<file path="config.mk">
export PLATFORM = sky130hd
export DESIGN_NAME = dcache_top
export DESIGN_NICKNAME = d
export VERILOG_FILES = /design/src/mem_bus_pkg.sv /design/src/cache_pkg.sv /design/src/addr_decode.sv /design/src/cache_ctrl.sv /design/src/cache_way.sv /design/src/dcache_top.sv /design/src/way_select.sv
export VERILOG_INCLUDE_DIRS = /design/src
export SDC_FILE = /design/constraint.sdc
export NUM_CORES = 2
export LEC_CHECK = 0
export BUFFER_PORTS_ARGS = -buffer_cell sky130_fd_sc_hd__buf_2
export CAP_MARGIN = 15
export CELL_PAD_IN_SITES_DETAIL_PLACEMENT = 1
export CELL_PAD_IN_SITES_GLOBAL_PLACEMENT = 2
export CORE_UTILIZATION = 40
export CTS_CLUSTER_SIZE = 8
export DETAILED_ROUTE_END_ITERATION = 7
export GPL_ROUTABILITY_DRIVEN = 1
export GPL_TIMING_DRIVEN = 0
export PLACE_DENSITY_LB_ADDON = 0.1
export SETUP_SLACK_MARGIN = 0.2
export SLEW_MARGIN = 15
export SYNTH_ARGS = -nofsm -noshare
export SYNTH_HDL_FRONTEND = slang
export SYNTH_SLANG_ARGS = --single-unit
</file>
<file path="constraint.sdc">
create_clock -name clk -period 17.35 [get_ports clk]
set_input_delay 3.47 -clock clk [delete_from_list [all_inputs] [get_ports clk]]
set_output_delay 3.47 -clock clk [all_outputs]
set_load 0.05 [all_outputs]
</file>
<file path="src/cache_macros.svh">
`ifndef CACHE_MACROS_SVH
`define CACHE_MACROS_SVH

// cache geometry
`define DC_WAYS             4
`define DC_SETS             4
`define DC_LINE_WORDS       4
`define DC_TAG_BITS         26

// segment nibbles of the virtual address
`define DC_SEG_UNCACHED0    4'ha
`define DC_SEG_UNCACHED1    4'hb
`define DC_SEG_KERNEL0      4'h8
`define DC_SEG_KERNEL1      4'h9

`endif

</file>
<file path="src/mem_bus_pkg.sv">
`default_nettype none

package mem_bus_pkg;

    typedef logic [31:0] word_t;
    typedef logic [31:0] addr_t;
    typedef logic [3:0]  strobe_t;

    typedef struct packed {
        logic    valid;
        addr_t   addr;
        strobe_t strobe;    // all zero on a read
        word_t   data;
    } cpu_req_t;

    typedef struct packed {
        logic  data_ok;     // one cycle pulse
        word_t data;
    } cpu_resp_t;

    typedef struct packed {
        logic    valid;
        logic    is_write;
        addr_t   addr;      // line base on a burst
        strobe_t strobe;
        word_t   data;      // current beat
        logic    burst;     // 1 = four beats
    } mem_req_t;

    typedef struct packed {
        logic  ready;
        logic  last;
        word_t data;
    } mem_resp_t;

endpackage

`default_nettype wire

</file>
<file path="src/cache_pkg.sv">
`default_nettype none

`include "cache_macros.svh"

package cache_pkg;

    localparam int NUM_WAYS = `DC_WAYS;

    typedef logic [`DC_TAG_BITS-1:0]           tag_t;
    typedef logic [$clog2(`DC_SETS)-1:0]       index_t;
    typedef logic [$clog2(`DC_LINE_WORDS)-1:0] word_sel_t;
    typedef logic [$clog2(`DC_WAYS)-1:0]       way_id_t;
    typedef logic [`DC_WAYS-1:0]               way_mask_t;
    typedef mem_bus_pkg::word_t [`DC_LINE_WORDS-1:0] line_t;
    typedef logic [2:0]                        plru_t;    // tree bits, see way_select

    typedef struct packed {
        logic valid;
        logic dirty;
        tag_t tag;
    } way_meta_t;

    typedef struct packed {
        line_t line;
        tag_t  tag;
        logic  dirty;
    } way_fill_t;

    typedef struct packed {
        logic      hit;
        way_id_t   hit_way;
        line_t     hit_line;
        way_id_t   victim_way;
        way_meta_t victim_meta;
        line_t     victim_line;
    } lookup_t;

    typedef enum logic [2:0] {
        IDLE,
        LOOKUP,
        WRITEBACK,
        REFILL,
        UNCACHED,
        RESPOND
    } ctrl_state_t;

endpackage

`default_nettype wire

</file>
<file path="src/addr_decode.sv">
`default_nettype none

`include "cache_macros.svh"

module addr_decode (
    input  mem_bus_pkg::cpu_req_t  req,
    output cache_pkg::tag_t        tag,
    output cache_pkg::index_t      index,
    output cache_pkg::word_sel_t   word_sel,
    output mem_bus_pkg::addr_t     phys_addr,
    output logic                   uncached
);
    import mem_bus_pkg::*;

    logic [3:0] seg;
    logic [3:0] phys_seg;
    addr_t      folded;

    assign seg = req.addr[31:28];

    always_comb begin
        case (seg)
            `DC_SEG_KERNEL0, `DC_SEG_UNCACHED0: phys_seg = 4'h0;
            `DC_SEG_KERNEL1, `DC_SEG_UNCACHED1: phys_seg = 4'h1;
            default:                            phys_seg = seg;    // user and kseg2/3
        endcase
    end

    assign uncached  = (seg == `DC_SEG_UNCACHED0) || (seg == `DC_SEG_UNCACHED1);
    assign folded    = {phys_seg, req.addr[27:0]};
    assign phys_addr = folded;

    // byte offset dropped
    assign {tag, index, word_sel} = folded[31:2];

endmodule

`default_nettype wire

</file>
<file path="src/cache_ctrl.sv">
`default_nettype none

module cache_ctrl (
    input  logic                  clk,
    input  logic                  resetn,
    input  mem_bus_pkg::cpu_req_t req,
    input  logic                  uncached,
    input  mem_bus_pkg::addr_t    phys_addr,
    input  cache_pkg::tag_t       tag,
    input  cache_pkg::index_t     index,
    input  cache_pkg::word_sel_t  word_sel,
    input  cache_pkg::lookup_t    lookup,
    output mem_bus_pkg::cpu_resp_t resp,
    output mem_bus_pkg::mem_req_t  mem_req,
    input  mem_bus_pkg::mem_resp_t mem_resp,
    output cache_pkg::way_mask_t  way_write,
    output cache_pkg::way_fill_t  fill,
    output logic                  touch,
    output cache_pkg::way_id_t    touch_way,
    output cache_pkg::index_t     touch_index
);
    import mem_bus_pkg::*;
    import cache_pkg::*;

    ctrl_state_t state_q, state_d;
    word_sel_t   beat_q;
    cpu_req_t    req_q;
    addr_t       paddr_q;
    tag_t        tag_q;
    tag_t        wb_tag_q;
    index_t      index_q;
    word_sel_t   word_q;
    way_id_t     victim_q;
    line_t       line_q;       // victim on write-back, refill buffer after
    word_t       data_q;
    line_t       merged;
    line_t       refill_line;
    logic        beat_done;

    assign beat_done = mem_resp.ready && mem_resp.last;

    always_comb begin
        merged = lookup.hit_line;
        for (int b = 0; b < 4; b++) begin
            if (req_q.strobe[b]) merged[word_q][8*b +: 8] = req_q.data[8*b +: 8];
        end
    end

    always_comb begin
        refill_line         = line_q;
        refill_line[beat_q] = mem_resp.data;    // final beat goes straight in
    end

    always_comb begin
        state_d     = state_q;
        mem_req     = '0;
        way_write   = '0;
        fill.line   = merged;
        fill.tag    = tag_q;
        fill.dirty  = 1'b1;
        touch       = 1'b0;
        touch_way   = lookup.hit_way;
        touch_index = index_q;
        case (state_q)
            IDLE: begin
                if (req.valid) state_d = uncached ? UNCACHED : LOOKUP;
            end
            LOOKUP: begin
                if (lookup.hit) begin
                    touch = 1'b1;
                    if (|req_q.strobe) way_write = way_mask_t'(1'b1) << lookup.hit_way;
                    state_d = RESPOND;
                end else if (lookup.victim_meta.valid && lookup.victim_meta.dirty) begin
                    state_d = WRITEBACK;
                end else begin
                    state_d = REFILL;
                end
            end
            WRITEBACK: begin
                mem_req.valid    = 1'b1;
                mem_req.is_write = 1'b1;
                mem_req.addr     = {wb_tag_q, index_q, 4'b0000};
                mem_req.strobe   = 4'hf;
                mem_req.data     = line_q[beat_q];
                mem_req.burst    = 1'b1;
                if (beat_done) state_d = REFILL;
            end
            REFILL: begin
                mem_req.valid = 1'b1;
                mem_req.addr  = {tag_q, index_q, 4'b0000};
                mem_req.burst = 1'b1;
                if (beat_done) begin
                    way_write  = way_mask_t'(1'b1) << victim_q;
                    fill.line  = refill_line;
                    fill.dirty = 1'b0;
                    state_d    = LOOKUP;    // retry, hits now
                end
            end
            UNCACHED: begin
                mem_req.valid    = 1'b1;
                mem_req.is_write = |req_q.strobe;
                mem_req.addr     = paddr_q;
                mem_req.strobe   = req_q.strobe;
                mem_req.data     = req_q.data;
                if (beat_done) state_d = RESPOND;
            end
            RESPOND: state_d = IDLE;
            default: state_d = IDLE;
        endcase
    end

    always_ff @(posedge clk) begin
        if (resetn) begin
            state_q <= IDLE;
            beat_q  <= '0;
        end else begin
            state_q <= state_d;
            if (mem_req.valid && mem_resp.ready) begin
                beat_q <= mem_resp.last ? '0 : beat_q + 1'b1;
            end
        end
    end

    always_ff @(posedge clk) begin
        case (state_q)
            IDLE: begin
                if (req.valid) begin
                    req_q      <= req;
                    paddr_q    <= phys_addr;
                    tag_q      <= tag;
                    index_q    <= index;
                    word_q     <= word_sel;
                end
            end
            LOOKUP: begin
                data_q   <= lookup.hit_line[word_q];
                victim_q <= lookup.victim_way;
                wb_tag_q <= lookup.victim_meta.tag;
                line_q   <= lookup.victim_line;
            end
            REFILL: begin
                if (mem_resp.ready) line_q <= refill_line;
            end
            UNCACHED: begin
                if (mem_resp.ready) data_q <= mem_resp.data;
            end
            default: ;
        endcase
    end

    assign resp.data_ok = (state_q == RESPOND);
    assign resp.data    = data_q;

    // memory side holds its request through stalls
    assert property (@(posedge clk) disable iff (resetn)
        mem_req.valid && !mem_resp.ready |=> $stable(mem_req));

    // decode runs off dreq, so it must match the latched copy until data_ok
    assert property (@(posedge clk) disable iff (resetn)
        state_q != IDLE |-> req == req_q);

endmodule

`default_nettype wire

</file>
<file path="src/cache_way.sv">
`default_nettype none

module cache_way (
    input  logic                 clk,
    input  logic                 resetn,
    input  cache_pkg::index_t    index,
    input  cache_pkg::tag_t      tag,
    input  logic                 write_en,
    input  cache_pkg::way_fill_t fill,
    output cache_pkg::way_meta_t meta,
    output cache_pkg::line_t     line,
    output logic                 hit
);
    import cache_pkg::*;

    localparam int SETS = 2 ** $bits(index_t);

    logic [SETS-1:0] valid_q;
    logic [SETS-1:0] dirty_q;
    tag_t            tag_q  [SETS];
    line_t           line_q [SETS];

    // combinational read of the indexed set
    assign meta.valid = valid_q[index];
    assign meta.dirty = dirty_q[index];
    assign meta.tag   = tag_q[index];
    assign line       = line_q[index];

    assign hit = meta.valid && (meta.tag == tag);

    always_ff @(posedge clk) begin
        if (resetn) begin
            valid_q <= '0;
            dirty_q <= '0;
        end else if (write_en) begin
            valid_q[index] <= 1'b1;
            dirty_q[index] <= fill.dirty;
        end
    end

    always_ff @(posedge clk) begin
        if (write_en) begin
            tag_q[index]  <= fill.tag;
            line_q[index] <= fill.line;    // whole line each time
        end
    end

endmodule

`default_nettype wire

</file>
<file path="src/dcache_top.sv">
`default_nettype none

module dcache_top (
    input  logic                   clk,
    input  logic                   resetn,
    input  mem_bus_pkg::cpu_req_t  dreq,
    output mem_bus_pkg::cpu_resp_t dresp,
    output mem_bus_pkg::mem_req_t  creq,
    input  mem_bus_pkg::mem_resp_t cresp
);
    import mem_bus_pkg::*;
    import cache_pkg::*;

    addr_t      phys_addr;
    tag_t       tag;
    index_t     index;
    word_sel_t  word_sel;
    logic       uncached;
    way_mask_t  hits;
    way_mask_t  way_write;
    way_meta_t  metas [NUM_WAYS];
    line_t      lines [NUM_WAYS];
    way_fill_t  fill;
    lookup_t    lookup;
    logic       touch;
    way_id_t    touch_way;
    index_t     touch_index;

    // dreq is held by the CPU, so it equals the latched request
    addr_decode u_decode (
        .req       (dreq),
        .tag       (tag),
        .index     (index),
        .word_sel  (word_sel),
        .phys_addr (phys_addr),
        .uncached  (uncached)
    );

    for (genvar i = 0; i < NUM_WAYS; i++) begin : g_way
        cache_way u_way (
            .clk      (clk),
            .resetn   (resetn),
            .index    (index),
            .tag      (tag),
            .write_en (way_write[i]),
            .fill     (fill),
            .meta     (metas[i]),
            .line     (lines[i]),
            .hit      (hits[i])
        );
    end

    way_select u_select (
        .clk         (clk),
        .resetn      (resetn),
        .index       (index),
        .hits        (hits),
        .metas       (metas),
        .lines       (lines),
        .touch       (touch),
        .touch_way   (touch_way),
        .touch_index (touch_index),
        .result      (lookup)
    );

    cache_ctrl u_ctrl (
        .clk         (clk),
        .resetn      (resetn),
        .req         (dreq),
        .uncached    (uncached),
        .phys_addr   (phys_addr),
        .tag         (tag),
        .index       (index),
        .word_sel    (word_sel),
        .lookup      (lookup),
        .resp        (dresp),
        .mem_req     (creq),
        .mem_resp    (cresp),
        .way_write   (way_write),
        .fill        (fill),
        .touch       (touch),
        .touch_way   (touch_way),
        .touch_index (touch_index)
    );

endmodule

`default_nettype wire

</file>
<file path="src/way_select.sv">
`default_nettype none

module way_select (
    input  logic                 clk,
    input  logic                 resetn,
    input  cache_pkg::index_t    index,
    input  cache_pkg::way_mask_t hits,
    input  cache_pkg::way_meta_t metas [cache_pkg::NUM_WAYS],
    input  cache_pkg::line_t     lines [cache_pkg::NUM_WAYS],
    input  logic                 touch,
    input  cache_pkg::way_id_t   touch_way,
    input  cache_pkg::index_t    touch_index,
    output cache_pkg::lookup_t   result
);
    import cache_pkg::*;

    localparam int SETS = 2 ** $bits(index_t);

    plru_t [SETS-1:0] plru_q;
    plru_t            cur;
    way_id_t          hit_way;
    way_id_t          lru_way;
    way_id_t          victim;

    assign cur = plru_q[index];

    always_comb begin
        hit_way = '0;
        for (int i = 0; i < NUM_WAYS; i++) begin
            if (hits[i]) hit_way = way_id_t'(i);
        end
    end

    // bit 0 picks the half, bits 1 and 2 pick within it
    assign lru_way = cur[0] ? {1'b1, cur[2]} : {1'b0, cur[1]};

    always_comb begin
        victim = lru_way;
        for (int i = NUM_WAYS - 1; i >= 0; i--) begin
            if (!metas[i].valid) victim = way_id_t'(i);    // lowest empty way wins
        end
    end

    assign result.hit         = |hits;
    assign result.hit_way     = hit_way;
    assign result.hit_line    = lines[hit_way];
    assign result.victim_way  = victim;
    assign result.victim_meta = metas[victim];
    assign result.victim_line = lines[victim];

    always_ff @(posedge clk) begin
        if (resetn) begin
            plru_q <= '0;
        end else if (touch) begin
            plru_q[touch_index][0] <= ~touch_way[1];    // point at other half
            if (touch_way[1]) begin
                plru_q[touch_index][2] <= ~touch_way[0];
            end else begin
                plru_q[touch_index][1] <= ~touch_way[0];
            end
        end
    end

    // no tag may sit in two ways of one set
    assert property (@(posedge clk) disable iff (resetn) $onehot0(hits));

endmodule

`default_nettype wire
</file>
### Word level (Yosys, flattened, before mapping)

Memory sizes are Yosys's and may differ from the RTL's.
Cells that the tools add are included.

| word-level totals | value |
|---|---|
| bits in registers | 335 |
| bits in latches | 0 |
| RAM bits | 2464 |
| bits in read-only memories | 0 |
| input port bits | 105 |
| word-level logic and storage cells | 211 |
| memories | 8 |

Memories:

| name | words | width | read ports | clocked after Yosys merged registers in | write ports | RTL line | RTL |
|---|---|---|---|---|---|---|---|
| g_way[0].u_way.line_q | 4 | 128 | 1 | 0 | 1 | cache_way.sv:21 | `line_t line_q [SETS];` |
| g_way[1].u_way.line_q | 4 | 128 | 1 | 0 | 1 | cache_way.sv:21 |  |
| g_way[2].u_way.line_q | 4 | 128 | 1 | 0 | 1 | cache_way.sv:21 |  |
| g_way[3].u_way.line_q | 4 | 128 | 1 | 0 | 1 | cache_way.sv:21 |  |
| g_way[0].u_way.tag_q | 4 | 26 | 1 | 0 | 1 | cache_way.sv:20 | `tag_t tag_q [SETS];` |
| g_way[1].u_way.tag_q | 4 | 26 | 1 | 0 | 1 | cache_way.sv:20 |  |
| +2 memories | -- | -- | -- | -- | -- | -- |  |

| cells by class | value |
|---|---|
| add/sub/neg operators | 1 |
| multipliers | 0 |
| div/mod/pow operators | 0 |
| $lt $le $gt $ge | 10 |
| eq/ne operators | 19 |
| shift-type cells | 2 |
| mux-type cells | 111 |
| bitwise operators | 8 |
| reductions and logical operators | 25 |

Operators by type and width:

| cell | count |
|---|---|
| 2-to-1 mux 128 bit | 11 |
| bitwise mux 128 bit | 5 |
| binary-select mux 128 bit (select 2 bit) | 2 |
| demux 32 bit (select 2 bit) | 5 |
| case mux 128 bit (2 select lines) | 1 |
| 2-to-1 mux 32 bit | 5 |
| binary-select mux 32 bit (select 2 bit) | 2 |
| == test 26 bit | 4 |
| case mux 32 bit (3 select lines) | 1 |
| case mux 36 bit (2 select lines) | 1 |
| case mux 32 bit (2 select lines) | 1 |
| binary-select mux 28 bit (select 2 bit) | 1 |
| 2-to-1 mux 28 bit | 2 |
| bitwise mux 12 bit | 3 |
| 2-to-1 mux 1 bit | 26 |
| 2-to-1 mux 24 bit | 1 |
| 2-to-1 mux 3 bit | 8 |
| demux 3 bit (select 2 bit) | 3 |
| 2-to-1 mux 2 bit | 9 |
| binary-select mux 1 bit (select 2 bit) | 8 |
| bitwise mux 4 bit | 4 |
| == test 4 bit, second input constant | 4 |
| 2-to-1 mux 16 bit | 1 |
| OR 4 bit | 4 |
| 29 further kinds | 64 |

### Longest topological paths before layout

| logic depth | value |
|---|---|
| word-level depth | 22 |
| gate-level depth with buffers | 19 |
| depth with buffers taken out | 10 |

### Modules after synthesis

A second synthesis with hierarchy kept.

| second synthesis, totals | value |
|---|---|
| cell total of the unflattened synthesis | 6528 |
| area total of the unflattened synthesis | 119774.9 um^2 |

Modules (own cells, without submodules):

| module | instances | cells an instance | area an instance (um^2) |
|---|---|---|---|
| cache_way (g_way[2].u_way ...) | 2 | 923 | 23040.8 |
| cache_way (g_way[0].u_way) | 1 | 924 | 23093.4 |
| cache_way (g_way[1].u_way) | 1 | 915 | 22997.1 |
| cache_ctrl | 1 | 1337 | 17448.0 |
| way_select | 1 | 1442 | 9688.0 |
| addr_decode | 1 | 64 | 466.7 |

### Worst setup path after synthesis

No wires, ideal clock.

| timing | value |
|---|---|
| path kind | input to register |
| start point | in dreq[40] (netlist name) |
| end point | reg g_way[2].u_way.dirty_q[1] |
| setup time | 459 ps |
| data arrival time | 13905 ps |
| data required time | 16891 ps |
| setup slack | 2985 ps |
| stages | 13 |
| cells stage by stage | buf_6 -> buf_8 -> buf_12 -> buf_2 -> mux4_2 -> xnor2_1 -> nand2_1 -> a2111oi_1 -> and3_1 -> buf_2 -> o211ai_1 -> a21oi_1 -> a211oi_1 |

| between the ends | value |
|---|---|
| longest elaborated chain between the ends | 10 |
| elaborated cells on any way between the ends | 34 |
| those cells by class | order compare (2); eq/ne (4); shift (1); mux (17); reduce/logical (6); memory (4) |

Ends and longest elaborated chain:

| item | RTL line | RTL |
|---|---|---|
| from (decl) | dcache_top.sv:6 | `input mem_bus_pkg::cpu_req_t dreq,` |
| memory read (4 x 26 bit) or binary-select mux 1 bit (select 2 bit) (tied branches) | -- |  |
| == test 26 bit or 2-to-1 mux 1 bit (tied branches) | cache_way.sv:29, cache_way.sv:24 |  |
| logical AND 1 bit | cache_way.sv:29 | `assign hit = meta.valid && (meta.tag == tag);` |
| 2-to-1 mux 1 bit | way_select.sv:30 | `if (hits[i]) hit_way = way_id_t'(i);` |
| 2-to-1 mux 2 bit (2 in series) | way_select.sv:30 |  |
| << shifter 1 x 2 -> 4 bit | cache_ctrl.sv:71 | `if (\|req_q.strobe) way_write = way_mask_t'(1'b1) << lookup.hit_way;` |
| 2-to-1 mux 4 bit | cache_ctrl.sv:71 |  |
| 2-to-1 mux 4 bit | cache_ctrl.sv:69 | `if (lookup.hit) begin` |
| case mux 4 bit (2 select lines) | cache_ctrl.sv:64 | `case (state_q)` |
| to (signal, indexed assignment) | cache_way.sv:37 | `dirty_q[index] <= fill.dirty;` |
| to (decl) | cache_way.sv:19 | `logic [SETS-1:0] dirty_q;` |

Parallel ways exist; a longest one is shown, timed or not. The select of a mux whose other input is x is not followed.
A chain may end at the register's enable or synchronous reset.

### Worst setup path after layout

| timing | value |
|---|---|
| start point | in dreq[41] (netlist name) |
| end point | reg u_ctrl.line_q[62] (netlist name) (data pin) |

| between the ends | value |
|---|---|
| longest elaborated chain between the ends | 12 |
| elaborated cells on any way between the ends | 24 |
| those cells by class | mux (19); bitwise (1); memory (4) |

Ends and longest elaborated chain:

| item | RTL line | RTL |
|---|---|---|
| binary-select mux 3 bit (select 2 bit) | way_select.sv:25 | `assign cur = plru_q[index];` |
| 2-to-1 mux 3 bit (implied by the code) | way_select.sv:25 |  |
| 2-to-1 mux 2 bit | way_select.sv:35 | `assign lru_way = cur[0] ? {1'b1, cur[2]} : {1'b0, cur[1]};` |
| 2-to-1 mux 2 bit (4 in series) | way_select.sv:40 | `if (!metas[i].valid) victim = way_id_t'(i);` |
| inverter 2 -> 3 bit (implied by the code) | way_select.sv:49 | `assign result.victim_line = lines[victim];` |
| binary-select mux 128 bit (select 2 bit) * | way_select.sv:49 |  |
| 2-to-1 mux 128 bit (implied by the code) * (2 in series) | way_select.sv:49 |  |
| case mux 128 bit (2 select lines) * | cache_ctrl.sv:125 | `case (state_q)` |
| to (signal assigned) | cache_ctrl.sv:139 | `line_q <= lookup.victim_line;` |
| to (signal assigned) | cache_ctrl.sv:142 | `if (mem_resp.ready) line_q <= refill_line;` |
| to (decl) | cache_ctrl.sv:34 | `line_t line_q;` |

Mark *: on every way between the ends. The rest lies on a longest branch, timed or not. The select of a mux whose other input is x is not followed.

==> flow_summary.rst <==
.. list-table::
   :header-rows: 1

   * - Metric
     - Value
   * - Gr ovfl total
     - 0
   * - Number of antenna violations at the first check in global routing
     - 63
   * - Synth Area in Simple Gates
     - 0.0556
   * - Pin count of the biggest net entering global routing
     - 22
   * - Setup Total Neg Slack
     - 0 ns
   * - First-iteration detailed-routing DRC count
     - 11000
   * - Library cell with the largest summed area after synthesis
     - sky130_fd_sc_hd__edfxtp_1
   * - Syn. warnings
     - 0
   * - Hold Crit Depth
     - 1
   * - Setup Fix Bufs, Post-CTS
     - 0
   * - Post-layout instance area
     - 140000 µm²
   * - Main combinational cell family by area after synthesis
     - multiplexers
   * - First-pass GRT wire length
     - 699000 µm
   * - Path length in cells of the critical path
     - 18
   * - Post-Synth XOR/XNOR Area
     - 0.00667
   * - Final critical-path setup slack
     - 7.23 ns
   * - Clk buf depth
     - 4
   * - Cell at the slowest stage of the critical path
     - sky130_fd_sc_hd__clkbuf_1
   * - Worst slack, placed
     - 6.54 ns
   * - Remaining routing DRC violations
     - 78
   * - DIE HEIGHT
     - 545 µm
   * - Post-synthesis instance area
     - 118000 µm²
   * - Initial core utilization
     - 0.402
   * - Width of the chip
     - 545 µm
   * - Max FO, Critical Path
     - 10
   * - Vias per inst
     - 6.54
   * - Max_cap viols
     - 0
   * - Clock sinks
     - 2769
   * - Multiplexer area fraction after synthesis
     - 0.154
   * - Number of CTS-inserted buffers
     - 386
   * - Worst Setup Path Type
     - input pin to flop
   * - Number of distinct standard cells referenced by the synthesized netlist
     - 93
   * - Worst min-delay path category
     - flop to flop
   * - Post-synthesis sequential area ratio
     - 0.700
   * - Post-detailed-placement cell area
     - 129000 µm²
   * - Post-cts gate resize count
     - 0
   * - Worst reg2reg path depth
     - 18
   * - Setup clock skew after layout
     - 0.0680 ns
   * - Unrepaired setup endpoints after global routing
     - false
   * - Final critical-path share of the clock period
     - 0.583
   * - Max Transition Viols Final
     - 0
   * - Top cell type's share of synthesized area
     - 0.691
   * - ANT nets after route
     - 0
   * - Average wire per cell in the routed design
     - 44.7 µm
   * - Leakage power summed over all cells
     - 0.0455 µW
   * - Count of input and output buffers
     - 205
   * - Hold buffer count at CTS
     - 0
   * - Transition time at the pin with the least slew margin
     - 1.38 ns
   * - Number of enable flip-flop cells after synthesis
     - 2720
   * - Core region area
     - 294000 µm²
   * - Final-report hold violation count
     - 0
   * - Worst-Skew Late Latency
     - 0.98 ns
   * - Largest cells by area after synthesis
     - sky130_fd_sc_hd__edfxtp_1, sky130_fd_sc_hd__mux4_2, sky130_fd_sc_hd__mux2i_1, sky130_fd_sc_hd__nand2_1, sky130_fd_sc_hd__nand3_1
   * - List of cells traversed by the critical path
     - buf_2 > buf_6 > buf_6 > buf_6 > buf_6 > buf_6 > buf_6 > buf_6 > buf_2 > mux4_2 > nand3_1 > clkinv_1 > clkbuf_1 > clkbuf_1 > nand2_1 > nand3_1 > nand3_1 > o21ai_1
   * - Worst path max stage delay
     - 0.99 ns
   * - CTS H-tree lvls
     - 5
   * - Die footprint
     - 297000 µm²
   * - Area growth from synthesis to final layout
     - 18.6%
   * - Nature of the critical path endpoint
     - flop
   * - DRT Wirelength
     - 528000 µm
   * - Top cell family by delay on the critical path
     - buffers and inverters
   * - Data arrival time of the critical path
     - 10.79 ns
   * - WP buf/inv
     - 12
   * - Most frequently used flop master after synthesis
     - sky130_fd_sc_hd__edfxtp_1
   * - Net count reported at finish
     - 7877
   * - Pre-Repair DR Iteration Count
     - 7
   * - Pwr per Cell Area
     - 117 nW/µm²
   * - Worst hold slack after final layout
     - 0.464 ns
   * - Final Util
     - 0.477
   * - Required @ worst endpoint
     - 18.02 ns
   * - CTS Root Buffer Type
     - sky130_fd_sc_hd__clkbuf_16
   * - Complex-gate fraction of the synthesized area
     - 0.0616
   * - Post-detail-place hpwl
     - 398000 µm
   * - Total number of placement rows
     - 199
   * - Total vias in the final route
     - 77300
   * - Vias in the first global route
     - 76000
   * - Most Frequent Cell on Critical Path
     - sky130_fd_sc_hd__buf_6
   * - Status
     - finished, violations left
   * - Final setup vio count
     - 0
   * - Violated checks
     - DRC
   * - IR Drop Worst-Case VDD
     - 90.3 µV
   * - Post-Synthesis Net Count
     - 7033
   * - TritonCTS clock tree
     - done
   * - Clock slew at the register clock pins of the worst setup and hold paths
     - 0.06 ns
   * - Weighted congestion at the end of routability-driven global placement
     - 0.994
   * - Syn avg cell area
     - 17.1 µm²
   * - Worst Setup Start Kind
     - input pin
   * - Peak clock frequency supported by timing
     - 98.8 MHz
   * - Cell count after synthesis
     - 6924
   * - Share of async-settable or async-resettable flops after synthesis
     - 0
   * - All-layer global routing usage
     - 0.351
   * - Flip-flop and latch count after synthesis
     - 2769
   * - Adder and majority gate portion of the synthesized area
     - 0.000424
   * - Layout cell share with drive strength beyond 1
     - 0.240
   * - Number of placed I/O pins
     - 209
   * - Time the final worst path needs with I/O delays and setup
     - 10.12 ns
   * - Worst max-slew margin expressed relative to the limit
     - 0.0770
-- cell families after synthesis --
| kind of cell | Yosys count |
|---|---|
| AND/OR/NAND/NOR | 1499 |
| flip-flops | 2769 |
| XOR/XNOR | 90 |
| AO/OA/AOI/OAI | 990 |
| adder cells (fa/ha/maj) | 4 |
| buffers and inverters | 567 |
| multiplexers | 1005 |
-- stage by stage --
step | instances | total power (µW)
6_report | 11800 | 16400
3_5_place_dp | 11300 | 9540
3_3_place_gp | 11000 | 9500
5_1_grt | 11800 | 16700
4_1_cts | 11800 | 16400
2_1_floorplan | 6924 | 8660
-- layer usage --
metal / GRT usage / part of all wire / vias up
li1: - / - / 29600
met1: 0.465 / 0.39 / 41800
met2: 0.536 / 0.45 / 4754
met3: 0.0790 / 0.097 / 1124
met4: 0.198 / 0.066 / 10
met5: 0 / 0.00013 / -
-- worst paths after layout --
| path | start | to | slack [ns] |
|---|---|---|---|
| setup reg to reg | g_way[3].u_way.tag_q[3][21] | g_way[3].u_way.line_q[0][80] | 10.54 |
| setup / recovery | dreq[41] | u_ctrl.line_q[62] | 7.23 |
| hold reg to reg | g_way[0].u_way.valid_q[3] | g_way[0].u_way.valid_q[3] | 0.46 |
| hold / removal | g_way[0].u_way.valid_q[3] | g_way[0].u_way.valid_q[3] | 0.46 |
-- Yosys cell counts (88+ instances only) --
cell / number
sky130_fd_sc_hd__a211o_1: 89
sky130_fd_sc_hd__a21oi_1: 124
sky130_fd_sc_hd__buf_2: 130
sky130_fd_sc_hd__clkbuf_1: 289
sky130_fd_sc_hd__edfxtp_1: 2720
sky130_fd_sc_hd__mux2i_1: 314
sky130_fd_sc_hd__mux4_2: 645
sky130_fd_sc_hd__nand2_1: 759
sky130_fd_sc_hd__nand3_1: 402
sky130_fd_sc_hd__nor2_1: 199
sky130_fd_sc_hd__o21a_1: 88
sky130_fd_sc_hd__o21ai_0: 150
-- flip-flops by register name, indices dropped and copies added, names as in the netlist --
| signal | cells |
|---|---|
| g_way.u_way.line_q | 2048 |
| g_way.u_way.tag_q | 416 |
| u_ctrl.line_q | 128 |
| u_ctrl.req_q | 36 |
| u_ctrl.data_q | 32 |
| u_ctrl.tag_q | 26 |
| u_ctrl.wb_tag_q | 26 |
| g_way.u_way.dirty_q | 16 |
| g_way.u_way.valid_q | 16 |
| u_select.plru_q | 12 |
| u_ctrl.paddr_q | 4 |
| u_ctrl.state_q | 3 |
| u_ctrl.beat_q | 2 |
| u_ctrl.victim_q | 2 |
| u_ctrl.touch_index | 1 |
| u_ctrl.word_q | 1 |
-- area by class of cell --
type | count | area (µm²)
plain buffers | 504 | 2410
inverters | 63 | 236
flip-flops and latches | 2769 | 82700
clock inverters | 30 | 563
multi-input cells | 3588 | 33400
clock buffers | 449 | 9920
repair buffers | 456 | 5940
diodes | 34 | 85.1
fillers | 27700 | 154000
well taps | 3919 | 4900
-- where the power goes --
part	switching [µW]	total (µW)	internal (µW)	leakage [µW]
registers	185	7820	7630	0.0249
clock network	2890	6880	3980	0.00508
logic	1230	1660	432	0.0155
-- placed cells by master, fill, tap and decap left out, types with 35 or more instances in the layout --
cell,Yosys,layout
sky130_fd_sc_hd__edfxtp_1,2720,2720
sky130_fd_sc_hd__nand2_1,759,759
sky130_fd_sc_hd__mux4_2,645,645
sky130_fd_sc_hd__nand3_1,402,401
sky130_fd_sc_hd__clkbuf_16,0,387
sky130_fd_sc_hd__buf_2,130,350
sky130_fd_sc_hd__clkbuf_1,289,316
sky130_fd_sc_hd__mux2i_1,314,281
sky130_fd_sc_hd__nor2_1,199,193
sky130_fd_sc_hd__o21ai_0,150,146
sky130_fd_sc_hd__a21oi_1,124,91
sky130_fd_sc_hd__a211o_1,89,89
sky130_fd_sc_hd__o21a_1,88,88
sky130_fd_sc_hd__xnor2_1,81,81
sky130_fd_sc_hd__buf_16,0,80
sky130_fd_sc_hd__buf_12,2,74
sky130_fd_sc_hd__o211ai_1,72,72
sky130_fd_sc_hd__a31oi_1,72,72
sky130_fd_sc_hd__buf_8,5,69
sky130_fd_sc_hd__inv_1,59,58
sky130_fd_sc_hd__a22o_1,57,57
sky130_fd_sc_hd__a211oi_1,55,55
sky130_fd_sc_hd__dfxtp_1,49,49
sky130_fd_sc_hd__mux2_2,45,45
sky130_fd_sc_hd__buf_6,21,39
sky130_fd_sc_hd__o211a_1,36,36
sky130_fd_sc_hd__clkbuf_2,0,35
(Power assumes the default switching activity.)
